File: src/cpu_types_pkg.sv
/*
  ISA types for the MIPS integer subset: data word, register number,
  opcodes, function codes and the instruction field layout
*/
package cpu_types_pkg;

	// one data or address word
	typedef logic [31:0] word_t;
	// register number, 32 registers
	typedef logic [4:0] regbits_t;

	// opcodes kept by this subset
	typedef enum logic [5:0] {
		RTYPE = 6'h00,
		J     = 6'h02,
		BEQ   = 6'h04,
		BNE   = 6'h05,
		ADDIU = 6'h09,
		ORI   = 6'h0d,
		LUI   = 6'h0f,
		LW    = 6'h23,
		SW    = 6'h2b,
		HALT  = 6'h3f
	} opcode_t;

	// r-type function codes
	typedef enum logic [5:0] {
		ADDU = 6'h21,
		SUBU = 6'h23,
		AND  = 6'h24,
		OR   = 6'h25,
		SLT  = 6'h2a
	} funct_t;

	// r-type view of the low half, pad is the shift amount field
	typedef struct packed {
		regbits_t rd;
		logic [4:0] pad;
		funct_t funct;
	} rlow_t;

	// low half read as immediate or as rd/funct
	typedef union packed {
		logic [15:0] imm;
		rlow_t r;
	} low_t;

	typedef struct packed {
		opcode_t opcode;
		regbits_t rs;
		regbits_t rt;
		low_t low;
	} instr_t;

endpackage

File: src/pipe_pkg.sv
/*
  pipeline types: ALU op and forward select enums, decoded control,
  the four pipeline latch structs and the memory port structs
*/
package pipe_pkg;

	typedef enum logic [2:0] {
		ALU_ADD,
		ALU_SUB,
		ALU_AND,
		ALU_OR,
		ALU_SLT,
		ALU_PASSB
	} aluop_t;

	// execute operand source
	typedef enum logic [1:0] {
		FWD_LATCH,
		FWD_MEM,
		FWD_WB
	} fwd_sel_t;

	typedef struct packed {
		logic reg_wen;
		// destination is rd, else rt
		logic reg_dst;
		// second ALU operand is the immediate
		logic alu_src;
		aluop_t alu_op;
		logic mem_read;
		logic mem_write;
		logic beq;
		logic bne;
		logic jump;
		logic halt;
	} ctrl_t;

	// fetch/decode latch
	typedef struct packed {
		cpu_types_pkg::instr_t instr;
		cpu_types_pkg::word_t pc4;
	} fd_t;

	// decode/execute latch
	typedef struct packed {
		ctrl_t ctrl;
		cpu_types_pkg::word_t rdat1;
		cpu_types_pkg::word_t rdat2;
		cpu_types_pkg::word_t imm_ext;
		cpu_types_pkg::regbits_t rs;
		cpu_types_pkg::regbits_t rt;
		cpu_types_pkg::regbits_t wsel;
		cpu_types_pkg::instr_t instr;
		cpu_types_pkg::word_t pc4;
	} de_t;

	// execute/memory latch
	typedef struct packed {
		ctrl_t ctrl;
		cpu_types_pkg::word_t alu_out;
		logic zero;
		cpu_types_pkg::word_t store_data;
		cpu_types_pkg::regbits_t wsel;
		cpu_types_pkg::word_t branch_addr;
		cpu_types_pkg::word_t jump_addr;
	} em_t;

	// memory/writeback latch
	typedef struct packed {
		logic reg_wen;
		logic mem_read;
		logic halt;
		cpu_types_pkg::word_t alu_out;
		cpu_types_pkg::word_t load_data;
		cpu_types_pkg::regbits_t wsel;
	} mw_t;

	typedef struct packed {
		logic ren;
		cpu_types_pkg::word_t addr;
	} imem_req_t;

	typedef struct packed {
		logic ren;
		logic wen;
		cpu_types_pkg::word_t addr;
		cpu_types_pkg::word_t store;
	} dmem_req_t;

	// register file write and forwarding value
	typedef struct packed {
		logic wen;
		cpu_types_pkg::regbits_t wsel;
		cpu_types_pkg::word_t wdat;
	} wb_t;

endpackage

File: src/register_file.sv
/*
  32-word register file, register 0 reads zero,
  write-through on same-cycle read
*/
`timescale 1ns/10ps

module register_file (
	input logic CLK,
	input logic nRST,
	input pipe_pkg::wb_t wb,
	input cpu_types_pkg::regbits_t rsel1,
	input cpu_types_pkg::regbits_t rsel2,
	output cpu_types_pkg::word_t rdat1,
	output cpu_types_pkg::word_t rdat2
);

	cpu_types_pkg::word_t regs [32];

	always_ff @(posedge CLK, negedge nRST) begin
		if (!nRST) begin
			for (int i = 0; i < 32; i++) begin
				regs[i] <= '0;
			end
		end else if (wb.wen && wb.wsel != '0) begin
			regs[wb.wsel] <= wb.wdat;
		end
	end

	// pending write seen by decode in the same cycle
	always_comb begin
		rdat1 = regs[rsel1];
		rdat2 = regs[rsel2];
		if (wb.wen && wb.wsel != '0 && wb.wsel == rsel1) begin
			rdat1 = wb.wdat;
		end
		if (wb.wen && wb.wsel != '0 && wb.wsel == rsel2) begin
			rdat2 = wb.wdat;
		end
	end

endmodule

File: src/fetch_stage.sv
/*
  program counter, next fetch address select and fetch/decode latch
*/
`timescale 1ns/10ps

module fetch_stage #(
	parameter cpu_types_pkg::word_t PC_INIT = '0
) (
	input logic CLK,
	input logic nRST,
	input logic advance,
	input logic stall,
	input logic redirect,
	input cpu_types_pkg::word_t redirect_addr,
	input cpu_types_pkg::word_t imemload,
	output pipe_pkg::imem_req_t imem_req,
	input logic halted,
	output pipe_pkg::fd_t fd
);

	cpu_types_pkg::word_t pc;
	cpu_types_pkg::word_t pc4;

	assign pc4 = pc + 32'd4;

	// fetch runs until halt
	assign imem_req.ren = !halted;
	assign imem_req.addr = pc;

	always_ff @(posedge CLK, negedge nRST) begin
		if (!nRST) begin
			pc <= PC_INIT;
			fd <= '0;
		end else if (advance) begin
			if (redirect) begin
				// wrong-path word dropped
				pc <= redirect_addr;
				fd <= '0;
			end else if (!stall) begin
				pc <= pc4;
				fd.instr <= cpu_types_pkg::instr_t'(imemload);
				fd.pc4 <= pc4;
			end
		end
	end

endmodule

File: src/decode_stage.sv
/*
  instruction decode into control, immediate extension, register
  read and the decode/execute latch
*/
`timescale 1ns/10ps

module decode_stage (
	input logic CLK,
	input logic nRST,
	input logic advance,
	input logic bubble,
	input pipe_pkg::fd_t fd,
	input pipe_pkg::wb_t wb,
	output pipe_pkg::de_t de
);

	cpu_types_pkg::instr_t ins;
	pipe_pkg::ctrl_t ctrl;
	cpu_types_pkg::word_t imm_ext;
	cpu_types_pkg::word_t rdat1;
	cpu_types_pkg::word_t rdat2;

	assign ins = fd.instr;

	register_file rf_i (
		.CLK(CLK), .nRST(nRST), .wb(wb),
		.rsel1(ins.rs), .rsel2(ins.rt),
		.rdat1(rdat1), .rdat2(rdat2)
	);

	always_comb begin
		ctrl = '0;
		case (ins.opcode)
			cpu_types_pkg::RTYPE: begin
				ctrl.reg_wen = 1'b1;
				ctrl.reg_dst = 1'b1;
				case (ins.low.r.funct)
					cpu_types_pkg::ADDU: ctrl.alu_op = pipe_pkg::ALU_ADD;
					cpu_types_pkg::SUBU: ctrl.alu_op = pipe_pkg::ALU_SUB;
					cpu_types_pkg::AND: ctrl.alu_op = pipe_pkg::ALU_AND;
					cpu_types_pkg::OR: ctrl.alu_op = pipe_pkg::ALU_OR;
					cpu_types_pkg::SLT: ctrl.alu_op = pipe_pkg::ALU_SLT;
					// unknown funct, also the all-zero bubble
					default: ctrl.reg_wen = 1'b0;
				endcase
			end
			cpu_types_pkg::ADDIU: begin
				ctrl.reg_wen = 1'b1;
				ctrl.alu_src = 1'b1;
				ctrl.alu_op = pipe_pkg::ALU_ADD;
			end
			cpu_types_pkg::ORI: begin
				ctrl.reg_wen = 1'b1;
				ctrl.alu_src = 1'b1;
				ctrl.alu_op = pipe_pkg::ALU_OR;
			end
			cpu_types_pkg::LUI: begin
				ctrl.reg_wen = 1'b1;
				ctrl.alu_src = 1'b1;
				ctrl.alu_op = pipe_pkg::ALU_PASSB;
			end
			cpu_types_pkg::LW: begin
				ctrl.reg_wen = 1'b1;
				ctrl.alu_src = 1'b1;
				ctrl.mem_read = 1'b1;
			end
			cpu_types_pkg::SW: begin
				ctrl.alu_src = 1'b1;
				ctrl.mem_write = 1'b1;
			end
			// branches compare by subtract, zero flag
			cpu_types_pkg::BEQ: begin
				ctrl.alu_op = pipe_pkg::ALU_SUB;
				ctrl.beq = 1'b1;
			end
			cpu_types_pkg::BNE: begin
				ctrl.alu_op = pipe_pkg::ALU_SUB;
				ctrl.bne = 1'b1;
			end
			cpu_types_pkg::J: ctrl.jump = 1'b1;
			cpu_types_pkg::HALT: ctrl.halt = 1'b1;
			default: ctrl = '0;
		endcase
	end

	// zero-ext for ori, upper half for lui, sign-ext otherwise
	always_comb begin
		case (ins.opcode)
			cpu_types_pkg::ORI: imm_ext = {16'h0000, ins.low.imm};
			cpu_types_pkg::LUI: imm_ext = {ins.low.imm, 16'h0000};
			default: imm_ext = {{16{ins.low.imm[15]}}, ins.low.imm};
		endcase
	end

	always_ff @(posedge CLK, negedge nRST) begin
		if (!nRST) begin
			de <= '0;
		end else if (advance) begin
			if (bubble) begin
				de <= '0;
			end else begin
				de.ctrl <= ctrl;
				de.rdat1 <= rdat1;
				de.rdat2 <= rdat2;
				de.imm_ext <= imm_ext;
				de.rs <= ins.rs;
				de.rt <= ins.rt;
				de.wsel <= ctrl.reg_dst ? ins.low.r.rd : ins.rt;
				de.instr <= ins;
				de.pc4 <= fd.pc4;
			end
		end
	end

endmodule

File: src/execute_stage.sv
/*
  operand forwarding, ALU, branch and jump targets,
  execute/memory latch
*/
`timescale 1ns/10ps

module execute_stage (
	input logic CLK,
	input logic nRST,
	input logic advance,
	input logic bubble,
	input pipe_pkg::de_t de,
	input pipe_pkg::fwd_sel_t fwd_a,
	input pipe_pkg::fwd_sel_t fwd_b,
	input cpu_types_pkg::word_t mem_result,
	input pipe_pkg::wb_t wb,
	output pipe_pkg::em_t em
);

	cpu_types_pkg::word_t opa;
	cpu_types_pkg::word_t regb;
	cpu_types_pkg::word_t opb;
	cpu_types_pkg::word_t alu_out;
	cpu_types_pkg::word_t branch_addr;
	cpu_types_pkg::word_t jump_addr;

	function automatic cpu_types_pkg::word_t pick(
		input pipe_pkg::fwd_sel_t sel,
		input cpu_types_pkg::word_t latched,
		input cpu_types_pkg::word_t from_mem,
		input cpu_types_pkg::word_t from_wb
	);
		case (sel)
			pipe_pkg::FWD_MEM: return from_mem;
			pipe_pkg::FWD_WB: return from_wb;
			default: return latched;
		endcase
	endfunction

	assign opa = pick(fwd_a, de.rdat1, mem_result, wb.wdat);
	// forwarded rt also feeds the store data
	assign regb = pick(fwd_b, de.rdat2, mem_result, wb.wdat);
	assign opb = de.ctrl.alu_src ? de.imm_ext : regb;

	always_comb begin
		case (de.ctrl.alu_op)
			pipe_pkg::ALU_ADD: alu_out = opa + opb;
			pipe_pkg::ALU_SUB: alu_out = opa - opb;
			pipe_pkg::ALU_AND: alu_out = opa & opb;
			pipe_pkg::ALU_OR: alu_out = opa | opb;
			pipe_pkg::ALU_SLT: alu_out = {31'b0, $signed(opa) < $signed(opb)};
			pipe_pkg::ALU_PASSB: alu_out = opb;
			default: alu_out = '0;
		endcase
	end

	// word offset from pc+4
	assign branch_addr = de.pc4 + {de.imm_ext[29:0], 2'b00};
	// pseudo-direct, top nibble of pc+4
	assign jump_addr = {de.pc4[31:28], de.instr[25:0], 2'b00};

	always_ff @(posedge CLK, negedge nRST) begin
		if (!nRST) begin
			em <= '0;
		end else if (advance) begin
			if (bubble) begin
				em <= '0;
			end else begin
				em.ctrl <= de.ctrl;
				em.alu_out <= alu_out;
				em.zero <= (alu_out == '0);
				em.store_data <= regb;
				em.wsel <= de.wsel;
				em.branch_addr <= branch_addr;
				em.jump_addr <= jump_addr;
			end
		end
	end

endmodule

File: src/mem_wb_stage.sv
/*
  data memory request, branch resolve, memory/writeback latch,
  writeback select and sticky halt
*/
`timescale 1ns/10ps

module mem_wb_stage (
	input logic CLK,
	input logic nRST,
	input logic advance,
	input logic bubble,
	input pipe_pkg::em_t em,
	input cpu_types_pkg::word_t dmemload,
	output pipe_pkg::dmem_req_t dmem_req,
	output logic redirect,
	output cpu_types_pkg::word_t redirect_addr,
	output pipe_pkg::wb_t wb,
	output pipe_pkg::mw_t mw,
	output logic halt
);

	// held from the em latch until the pipeline advances
	assign dmem_req.ren = em.ctrl.mem_read;
	assign dmem_req.wen = em.ctrl.mem_write;
	assign dmem_req.addr = em.alu_out;
	assign dmem_req.store = em.store_data;

	// taken branch or jump
	assign redirect = (em.ctrl.beq && em.zero) || (em.ctrl.bne && !em.zero) || em.ctrl.jump;
	assign redirect_addr = em.ctrl.jump ? em.jump_addr : em.branch_addr;

	always_ff @(posedge CLK, negedge nRST) begin
		if (!nRST) begin
			mw <= '0;
		end else if (advance) begin
			if (bubble) begin
				mw <= '0;
			end else begin
				mw.reg_wen <= em.ctrl.reg_wen;
				mw.mem_read <= em.ctrl.mem_read;
				mw.halt <= em.ctrl.halt;
				mw.alu_out <= em.alu_out;
				// only meaningful on dhit, which advance implies for loads
				mw.load_data <= dmemload;
				mw.wsel <= em.wsel;
			end
		end
	end

	assign wb.wen = mw.reg_wen;
	assign wb.wsel = mw.wsel;
	assign wb.wdat = mw.mem_read ? mw.load_data : mw.alu_out;

	// set one clock after halt reaches writeback, cleared only by reset
	always_ff @(posedge CLK, negedge nRST) begin
		if (!nRST) begin
			halt <= 1'b0;
		end else if (mw.halt) begin
			halt <= 1'b1;
		end
	end

endmodule

File: src/hazard_unit.sv
/*
  global advance, load-use stall, flush on redirect or halt,
  forwarding selects for the execute operands
*/
`timescale 1ns/10ps

module hazard_unit (
	input logic ihit,
	input logic dhit,
	input pipe_pkg::fd_t fd,
	input pipe_pkg::de_t de,
	input pipe_pkg::em_t em,
	input pipe_pkg::mw_t mw,
	input logic redirect,
	output logic advance,
	output logic stall,
	output logic bubble_de,
	output logic bubble_em,
	output logic flush,
	output pipe_pkg::fwd_sel_t fwd_a,
	output pipe_pkg::fwd_sel_t fwd_b
);

	logic dmem_busy;
	logic load_use;

	// youngest producer first
	function automatic pipe_pkg::fwd_sel_t fwd_pick(
		input cpu_types_pkg::regbits_t src,
		input pipe_pkg::em_t m,
		input pipe_pkg::mw_t w
	);
		if (m.ctrl.reg_wen && m.wsel != '0 && m.wsel == src) begin
			return pipe_pkg::FWD_MEM;
		end
		if (w.reg_wen && w.wsel != '0 && w.wsel == src) begin
			return pipe_pkg::FWD_WB;
		end
		return pipe_pkg::FWD_LATCH;
	endfunction

	// memory stage access must complete with the fetch
	assign dmem_busy = em.ctrl.mem_read || em.ctrl.mem_write;
	assign advance = ihit && (dhit || !dmem_busy);

	// load in execute feeding decode, rt checked even when not a source
	assign load_use = de.ctrl.mem_read && de.wsel != '0 &&
		(de.wsel == fd.instr.rs || de.wsel == fd.instr.rt);

	// resolved branch or halt in memory stage kills fd, de and em
	assign flush = redirect || em.ctrl.halt;
	assign stall = load_use && !flush;
	assign bubble_de = flush || load_use;
	assign bubble_em = flush;

	assign fwd_a = fwd_pick(de.rs, em, mw);
	assign fwd_b = fwd_pick(de.rt, em, mw);

endmodule

File: src/datapath.sv
/*
  five-stage pipelined datapath top: fetch, decode, execute,
  memory/writeback stages and the hazard unit
*/
`timescale 1ns/10ps

module datapath #(
	parameter cpu_types_pkg::word_t PC_INIT = '0
) (
	input logic CLK,
	input logic nRST,
	input logic ihit,
	input cpu_types_pkg::word_t imemload,
	output pipe_pkg::imem_req_t imem_req,
	input logic dhit,
	input cpu_types_pkg::word_t dmemload,
	output pipe_pkg::dmem_req_t dmem_req,
	output logic halt
);

	// pipeline latches
	pipe_pkg::fd_t fd;
	pipe_pkg::de_t de;
	pipe_pkg::em_t em;
	pipe_pkg::mw_t mw;
	// writeback to register file and forwarding
	pipe_pkg::wb_t wb;

	// branch or jump resolved in memory stage
	logic redirect;
	cpu_types_pkg::word_t redirect_addr;

	// hazard controls
	logic advance;
	logic stall;
	logic bubble_de;
	logic bubble_em;
	logic flush;
	pipe_pkg::fwd_sel_t fwd_a;
	pipe_pkg::fwd_sel_t fwd_b;

	// fetch bubbles fd on any flush, a halt flush refetches near the halt
	fetch_stage #(.PC_INIT(PC_INIT)) fetch_i (
		.CLK(CLK), .nRST(nRST),
		.advance(advance), .stall(stall),
		.redirect(flush), .redirect_addr(redirect_addr),
		.imemload(imemload), .imem_req(imem_req),
		.halted(halt), .fd(fd)
	);

	decode_stage decode_i (
		.CLK(CLK), .nRST(nRST),
		.advance(advance), .bubble(bubble_de),
		.fd(fd), .wb(wb), .de(de)
	);

	execute_stage execute_i (
		.CLK(CLK), .nRST(nRST),
		.advance(advance), .bubble(bubble_em),
		.de(de), .fwd_a(fwd_a), .fwd_b(fwd_b),
		.mem_result(em.alu_out), .wb(wb), .em(em)
	);

	// writeback latch frozen with bubbles once halted
	mem_wb_stage mem_wb_i (
		.CLK(CLK), .nRST(nRST),
		.advance(advance), .bubble(halt),
		.em(em), .dmemload(dmemload), .dmem_req(dmem_req),
		.redirect(redirect), .redirect_addr(redirect_addr),
		.wb(wb), .mw(mw), .halt(halt)
	);

	hazard_unit hazard_i (
		.ihit(ihit), .dhit(dhit),
		.fd(fd), .de(de), .em(em), .mw(mw),
		.redirect(redirect),
		.advance(advance), .stall(stall),
		.bubble_de(bubble_de), .bubble_em(bubble_em), .flush(flush),
		.fwd_a(fwd_a), .fwd_b(fwd_b)
	);

endmodule

File: config.mk
export PLATFORM = sky130hd
export DESIGN_NAME = datapath
export DESIGN_NICKNAME = d
export VERILOG_FILES = /design/src/cpu_types_pkg.sv /design/src/pipe_pkg.sv /design/src/register_file.sv /design/src/fetch_stage.sv /design/src/decode_stage.sv /design/src/execute_stage.sv /design/src/mem_wb_stage.sv /design/src/hazard_unit.sv /design/src/datapath.sv
export SDC_FILE = /design/constraint.sdc
export NUM_CORES = 2
export LEC_CHECK = 0
export BUFFER_PORTS_ARGS = -buffer_cell sky130_fd_sc_hd__buf_2
export CAP_MARGIN = 0
export CORE_MARGIN = 2
export CORE_UTILIZATION = 51
export DETAILED_ROUTE_END_ITERATION = 12
export PLACE_DENSITY = 0.7
export SYNTH_ARGS = -nofsm -noshare
export SYNTH_HDL_FRONTEND = slang
export SYNTH_SLANG_ARGS = --single-unit
File: constraint.sdc
create_clock -name CLK -period 5.2 [get_ports CLK]
set_input_delay 1.04 -clock CLK [delete_from_list [all_inputs] [get_ports CLK]]
set_output_delay 1.04 -clock CLK [all_outputs]
set_load 0.01 [all_outputs]
Word level (Yosys, flattened, before mapping)
Cells that the tools add are included.
{ "totals": {"regBits": 1515, "out_inout_bits": 100, "wordCells": 213} }
{ "op_classes": {"add_sub_neg": 4, "n_lt_le_gt_ge": 5, "n_eq_ne": 32, "muxes": 52, "n_bitwise": 5, "n_reduce_logical": 37} }
{ "op_table": {"columns": ["operator", "count"], "rows": [
  ["bitwise mux 1024 bit", 1],
  ["2-to-1 mux 32 bit", 12],
  ["binary-select mux 32 bit (select 5 bit)", 2],
  ["one-hot mux 32 bit (2 select lines)", 3],
  ["one-hot mux 32 bit (6 select lines)", 1],
  ["2-to-1 mux 187 bit", 1],
  ["demux 32 bit (select 5 bit)", 1],
  ["2-to-1 mux 146 bit", 1],
  ["2-to-1 mux 64 bit", 2],
  ["2-to-1 mux 72 bit", 1],
  ["adder 32 bit", 2],
  ["== test 6 bit, second input constant", 8],
  ["== test 5 bit", 8],
  ["adder 32 x 3 -> 32 bit, second input constant", 1],
  ["bitwise AND 32 bit", 1],
  ["zero test 32 bit", 1],
  ["< comparator 32 bit", 1],
  ["OR 32 bit", 1],
  ["subtractor 32 bit", 1],
  ["one-hot mux 3 bit (4 select lines)", 2],
  ["== test 6 x 4 -> 1 bit, second input constant", 3],
  ["greater-or-equal comparator 6 bit, second input constant", 3],
  ["NOT 5 -> 6 bit", 3],
  ["2-to-1 mux 2 bit", 8],
  ["22 further kinds", 67]
]} }

Longest topological paths before layout
{ "logic_depth": {"word_depth": 14, "mapped_depth": 26, "mapped_depth_nobuf": 22} }

Hierarchy
A second synthesis with hierarchy kept.
{ "hier_totals": {"cells_unflattened": 6943, "area_unflattened_um2": 84990.3} }
{ "modules_own_cells": {"columns": ["mod", "n_inst", "cells_each", "area_per_inst_um2"], "rows": [
  ["register_file", 1, 3484, 53725.3],
  ["execute_stage", 1, 1732, 13877.1],
  ["decode_stage", 1, 703, 7564.8],
  ["fetch_stage", 1, 475, 4765.8],
  ["mem_wb_stage", 1, 494, 4628.2],
  ["hazard_unit", 1, 55, 429.2]
]} }

Worst setup path after synthesis
Ideal clock, no wire load.
{ "synth_path": {"kind": "reg2reg", "start": "register mem_wb_i.mw[70] (netlist name)", "end": "register execute_i.em[101] (netlist name)", "t_arrival_ns": 5.246, "required_time_ns": 5.132, "slack_ns": -0.114, "stages_incl_launch_ff": 24, "path_buffers": 5, "path_cell_list": "dfrtp_1 > buf_2 > buf_2 > buf_2 > buf_1 > mux2i_1 > nand2_1 > o21ai_1 > o21ai_0 > mux2_2 > ha_1 > clkbuf_1 > a21oi_1 > o21ai_0 > o21ai_0 > a21oi_1 > a21oi_1 > and3_1 > a211o_1 > nor4b_1 > nand4_1 > nor4_1 > nor4b_2 > a32o_1"} }
{ "synth_via": {"elab_chain_len": 7} }
{ "synth_lines": {"columns": ["item", "line_no", "rtl"], "rows": [
  ["2-to-1 mux 32 bit (*)", "mem_wb_stage.sv:52", "assign wb.wdat = mw.mem_read ? mw.load_data : mw.alu_out;"],
  ["one-hot mux 32 bit (2 select lines)", "execute_stage.sv:33", "case (sel)"],
  ["2-to-1 mux 32 bit", "execute_stage.sv:43", "assign opb = de.ctrl.alu_src ? de.imm_ext : regb;"],
  ["subtractor 32 bit (tied with other cells)", "execute_stage.sv:48", "pipe_pkg::ALU_SUB: alu_out = opa - opb;"],
  ["one-hot mux 32 bit (6 select lines) (*)", "execute_stage.sv:46", "case (de.ctrl.alu_op)"],
  ["zero test 32 bit (*)", "execute_stage.sv:71", "em.zero <= (alu_out == '0);"],
  ["2-to-1 mux 146 bit (*)", "execute_stage.sv:66", "if (bubble) begin"]
]} }
Mark *: on every way between the ends. The rest lies on a longest branch, timed or not.
A chain may end at the register's enable or synchronous reset.

Final worst setup path
{ "layout_path": {"start": "register mem_wb_i.mw[3] (netlist name)", "end": "register execute_i.em[101] (netlist name)"} }
{ "layout_via": {"elab_chain_len": 14} }
{ "layout_lines": {"columns": ["item", "line_no", "rtl"], "rows": [
  ["nonzero test 5 bit", "hazard_unit.sv:36", "if (w.reg_wen && w.wsel != '0 && w.wsel == src) begin"],
  ["logical AND 1 bit (2 in a row)", "hazard_unit.sv:36", null],
  ["2-to-1 mux 1 bit (2 in a row)", "hazard_unit.sv:36", null],
  ["2-to-1 mux 2 bit", "hazard_unit.sv:39", "return pipe_pkg::FWD_LATCH;"],
  ["2-to-1 mux 2 bit", "hazard_unit.sv:36", null],
  ["== test 2 bit or == test 2 x 1 -> 1 bit (tied branches)", "execute_stage.sv:33", null],
  ["one-hot mux 32 bit (2 select lines)", "execute_stage.sv:33", null],
  ["2-to-1 mux 32 bit", "execute_stage.sv:43", null],
  ["subtractor 32 bit (tied with other cells)", "execute_stage.sv:48", null],
  ["one-hot mux 32 bit (6 select lines) (*)", "execute_stage.sv:46", null],
  ["zero test 32 bit (*)", "execute_stage.sv:71", null],
  ["2-to-1 mux 146 bit (*)", "execute_stage.sv:66", null]
]} }
Mark *: on every way between the ends. The rest lies on a longest branch, timed or not. The select of a mux whose other input is x is not followed.

==> metrics.md <==
| Metric | Value |
|---|---|
| # setup viols final | 2 |
| Post-synthesis sequential area ratio | 0.466 |
| Top sig layer | met5 |
| Crit path max fanout | 5 |
| Gr usage total | 0.344 |
| Total of warnings raised by yosys | 0 |
| H-Tree Depth | 4 |
| Number of CTS-inserted buffers | 159 |
| IO Pins | 168 |
| Worst setup SP type | flip-flop |
| CTS sink cnt | 1502 |
| Routed wl met3 | 25100 um |
| First DRT Iteration DRCs | 7832 |
| Final instance area | 93400 um2 |
| DR pass1 iterations | 8 |
| WS Path Type | flip-flop to flip-flop |
| Tmin final | 5.61 ns |
| Finished Layout Cells | 9867 |
| Routed via count | 64.1k |
| Port Buffers | 167 |
| Unrepaired setup endpoints after global routing | true |
| Arr. time, crit path | 6.39 ns |
| Switching pwr | 10600 uW |
| HPWL reported at the end of detailed placement | 178000 um |
| Final Net Count | 7877 |
| Final Routed Wirelength | 277000 um |
| Core ar. | 157000 um2 |
| Area growth, synth to finish | 15.8% |
| Asr flop ratio synth | 1.00 |
| Largest net degree at the start of global routing | 182 |
| Internal Pwr Total | 22800 uW |
| Max IR drop VDD | 316 uV |
| Yosys top cell area share | 0.466 |
| Number of fill cells in the layout | 12.5k |
| Switching share of power | 0.317 |
| ANT nets after route | 0 |
| Hold Buf Count CTS | 0 |
| Seq pwr share | 0.414 |
| Hold Crit Class | input port to async pin |
| Outcome | finished, violations left |
| Die area | 161000 um2 |
| F_max | 178 MHz |
| Inst Count DP | 9545 |
| Global-route wire length before repair | 415000 um |
| Die height | 402 um |
| Final Max Tran Viols | 0 |
| Endpoints failing hold | 0 |
| Cells after synthesis | 7477 |
| PwrDens | 357 nW/um2 |
| Number of global-route vias before repair | 64.0k |
| Slew margin rel. | 0.118 |
| Top-count cell post-synth | dfrtp_1 |
| Max-Cap Viols | 0 |
| CTS Buffer Depth | 3 |
| Cell area after synthesis | 80700 um2 |
| DR vias/cell | 6.50 |
| Crit. End Element | flip-flop |
| Flop2flop setup slack | -0.41 ns |
| Comb power frac | 0.224 |
| Placed cell area | 86700 um2 |
| Footprint of the multi-input gates | 40900 um2 |
| P_leak | 0.0409 uW |
| Routability cong. | 0.992 |
| Area leader, netlist | dfrtp_1 |
| Clock-pin slew on the worst setup and hold paths | 0.07 ns |
| Number of flops mapped to enable cells by yosys | 0 |
| Total chip power | 33400 uW |
| Die X | 402 um |
| # rows | 145 |
| Setup slack after layout | -0.414 ns |
| Power share of the clock group | 0.362 |
| Initial antenna violation count | 8 |
| Post-layout util | 0.597 |
| Syn_nets | 7679 |
| Critical Path RT | 5.98 ns |
| Root Buffer | clkbuf_16 |
| Syn_area_per_cell | 10.8 um2 |
| Drt drc | 0 |
| Final Skew | 0.0427 ns |
| Worst-Margin Slew | 1.32 ns |
| Fraction of layout instances using a drive strength above 1 | 0.256 |
| Most used DFF post-synth | dfrtp_1 |
| Yosys cell types | 90 |
| Most frequent cells after synthesis | dfrtp_1, nand2_1, o21ai_0, nor2_1, a21oi_1 |
| Period utilization | 1.08 |
| Top cells by area, synth | dfrtp_1, mux4_2, o21ai_0, nand2_1, a21oi_1 |
| Reg area | 37600 um2 |
| Yosys reg bits | 1502 |
| CTS tree | yes |
| Failing checks | negative setup slack |
| Routed len/inst | 28.1 um |
| Remaining Overflow, GRT | 0 |
| Initial core utilization | 0.515 |
| Routed met1 length | 107000 um |
| Clk_lat worst skew | 0.84 ns |
| Met2 WL | 129000 um |
cell usage in the layout (no fill, tap or decap), types with 27 or more instances in the layout:
cell	count
dfrtp_1	1489
nand2_1	920
o21ai_0	755
a21oi_1	668
nor2_1	656
mux4_2	641
buf_4	608
a22o_1	276
buf_2	166
clkbuf_16	160
ha_1	116
inv_1	101
mux2i_1	89
xnor2_1	73
nor2b_1	58
o21ai_1	52
a211oi_1	52
buf_12	45
xor2_1	43
nand3_1	41
clkbuf_8	41
clkbuf_1	37
mux2_2	36
a31oi_1	28
nor3_1	28
o31ai_1	27
and3_1	27
layer usage:
layer | track usage | vias up
li1 | - | 27600
met1 | 0.458 | 32500
met2 | 0.537 | 3253
met3 | 0.0708 | 788
met4 | 0.178 | 6
met5 | 0 | -
what timing repair did:
item	in CTS	in global routing
pin swaps	40	28
cloned	0	0
setup endpoints to repair	10	9
gates resized for setup	126	88
buffers inserted	17	11
cell families after synthesis:
family	count (synthesis)	share of synthesized area
simple gates	1898	0.0969
fa+ha+maj	134	0.0211
xor+xnor	119	0.0129
compound gates	2128	0.158
mux	804	0.200
buf+inv	892	0.0453
flops	1502	0.466
worst paths after layout:
kind | start | endpoint | cells after the start
min in group CLK | decode_i.rf_i.regs[997]$_DFFE_PN0P_ | decode_i.rf_i.regs[997]$_DFFE_PN0P_ | 0
max reg2reg | mem_wb_i.mw[3]$_DFFE_PN0P_ | execute_i.em[101]$_DFFE_PN0P_ | 22
min | nRST | execute_i.em[109]$_DFFE_PN0P_ | 1
min reg2reg | decode_i.rf_i.regs[997]$_DFFE_PN0P_ | decode_i.rf_i.regs[997]$_DFFE_PN0P_ | 0
max in group asynchronous | nRST | decode_i.rf_i.regs[728]$_DFFE_PN0P_ | 2
max | mem_wb_i.mw[3]$_DFFE_PN0P_ | execute_i.em[101]$_DFFE_PN0P_ | 22
critical path: stages, from the launching register on:
cell      delay [ns]
dfrtp_1         0.40
or3_4           0.42
o31a_4          0.29
and3_4          0.19
buf_4           0.15
o21ai_4         0.13
o21ai_2         0.09
mux2_4          0.30
ha_4            0.18
fa_2            0.41
o21bai_4        0.23
a211oi_4        0.10
o211ai_1        0.16
buf_4           0.17
nand4_1         0.12
a21o_4          0.27
o32a_1          0.39
a31oi_4         0.26
nor4b_2         0.23
nand4_1         0.26
nor4_4          0.35
nor4b_2         0.26
a32o_1          0.19
power by group through the flow:
stage / registers (uW) / clock network (uW) / logic (uW)
floorplan: 13400 / 0 / 4440
global placement: 13900 / 0 / 7000
detailed placement: 14000 / 0 / 7080
CTS: 13800 / 12200 / 7280
global route: 13900 / 12600 / 7980
finish: 13800 / 12100 / 7480
area by class of cell:
class / count / area share
Antenna cell: 2 / 0.0000536
Clock buffer: 238 / 0.0504
Clock inverter: 55 / 0.00919
Inverter: 107 / 0.00430
Multi-Input combinational cell: 5083 / 0.438
Sequential cell: 1502 / 0.403
Tap cell: 2058 / 0.0276
Timing Repair Buffer: 822 / 0.0677
state kept, by name, indices dropped and copies added (netlist names):
signal,cells
fetch_i.pc,32
fetch_i.fd,64
execute_i.em,139
decode_i.rf_i.regs,1024
mem_wb_i.mw,72
decode_i.de,170
mem_wb_i.halt,1
through the flow:
stage / TNS (ns) / hold WS [ns] / setup WS [ns]
after global routing: -0.807 / 0.223 / -0.575
after global placement: -2.30 / 0.376 / -0.784
after floorplan: 0 / 0.435 / 0.0211
after detailed placement: -2.99 / 0.382 / -0.984
after CTS: -0.312 / 0.231 / -0.262
final: -0.459 / 0.187 / -0.414
(Power assumes the default switching activity.)
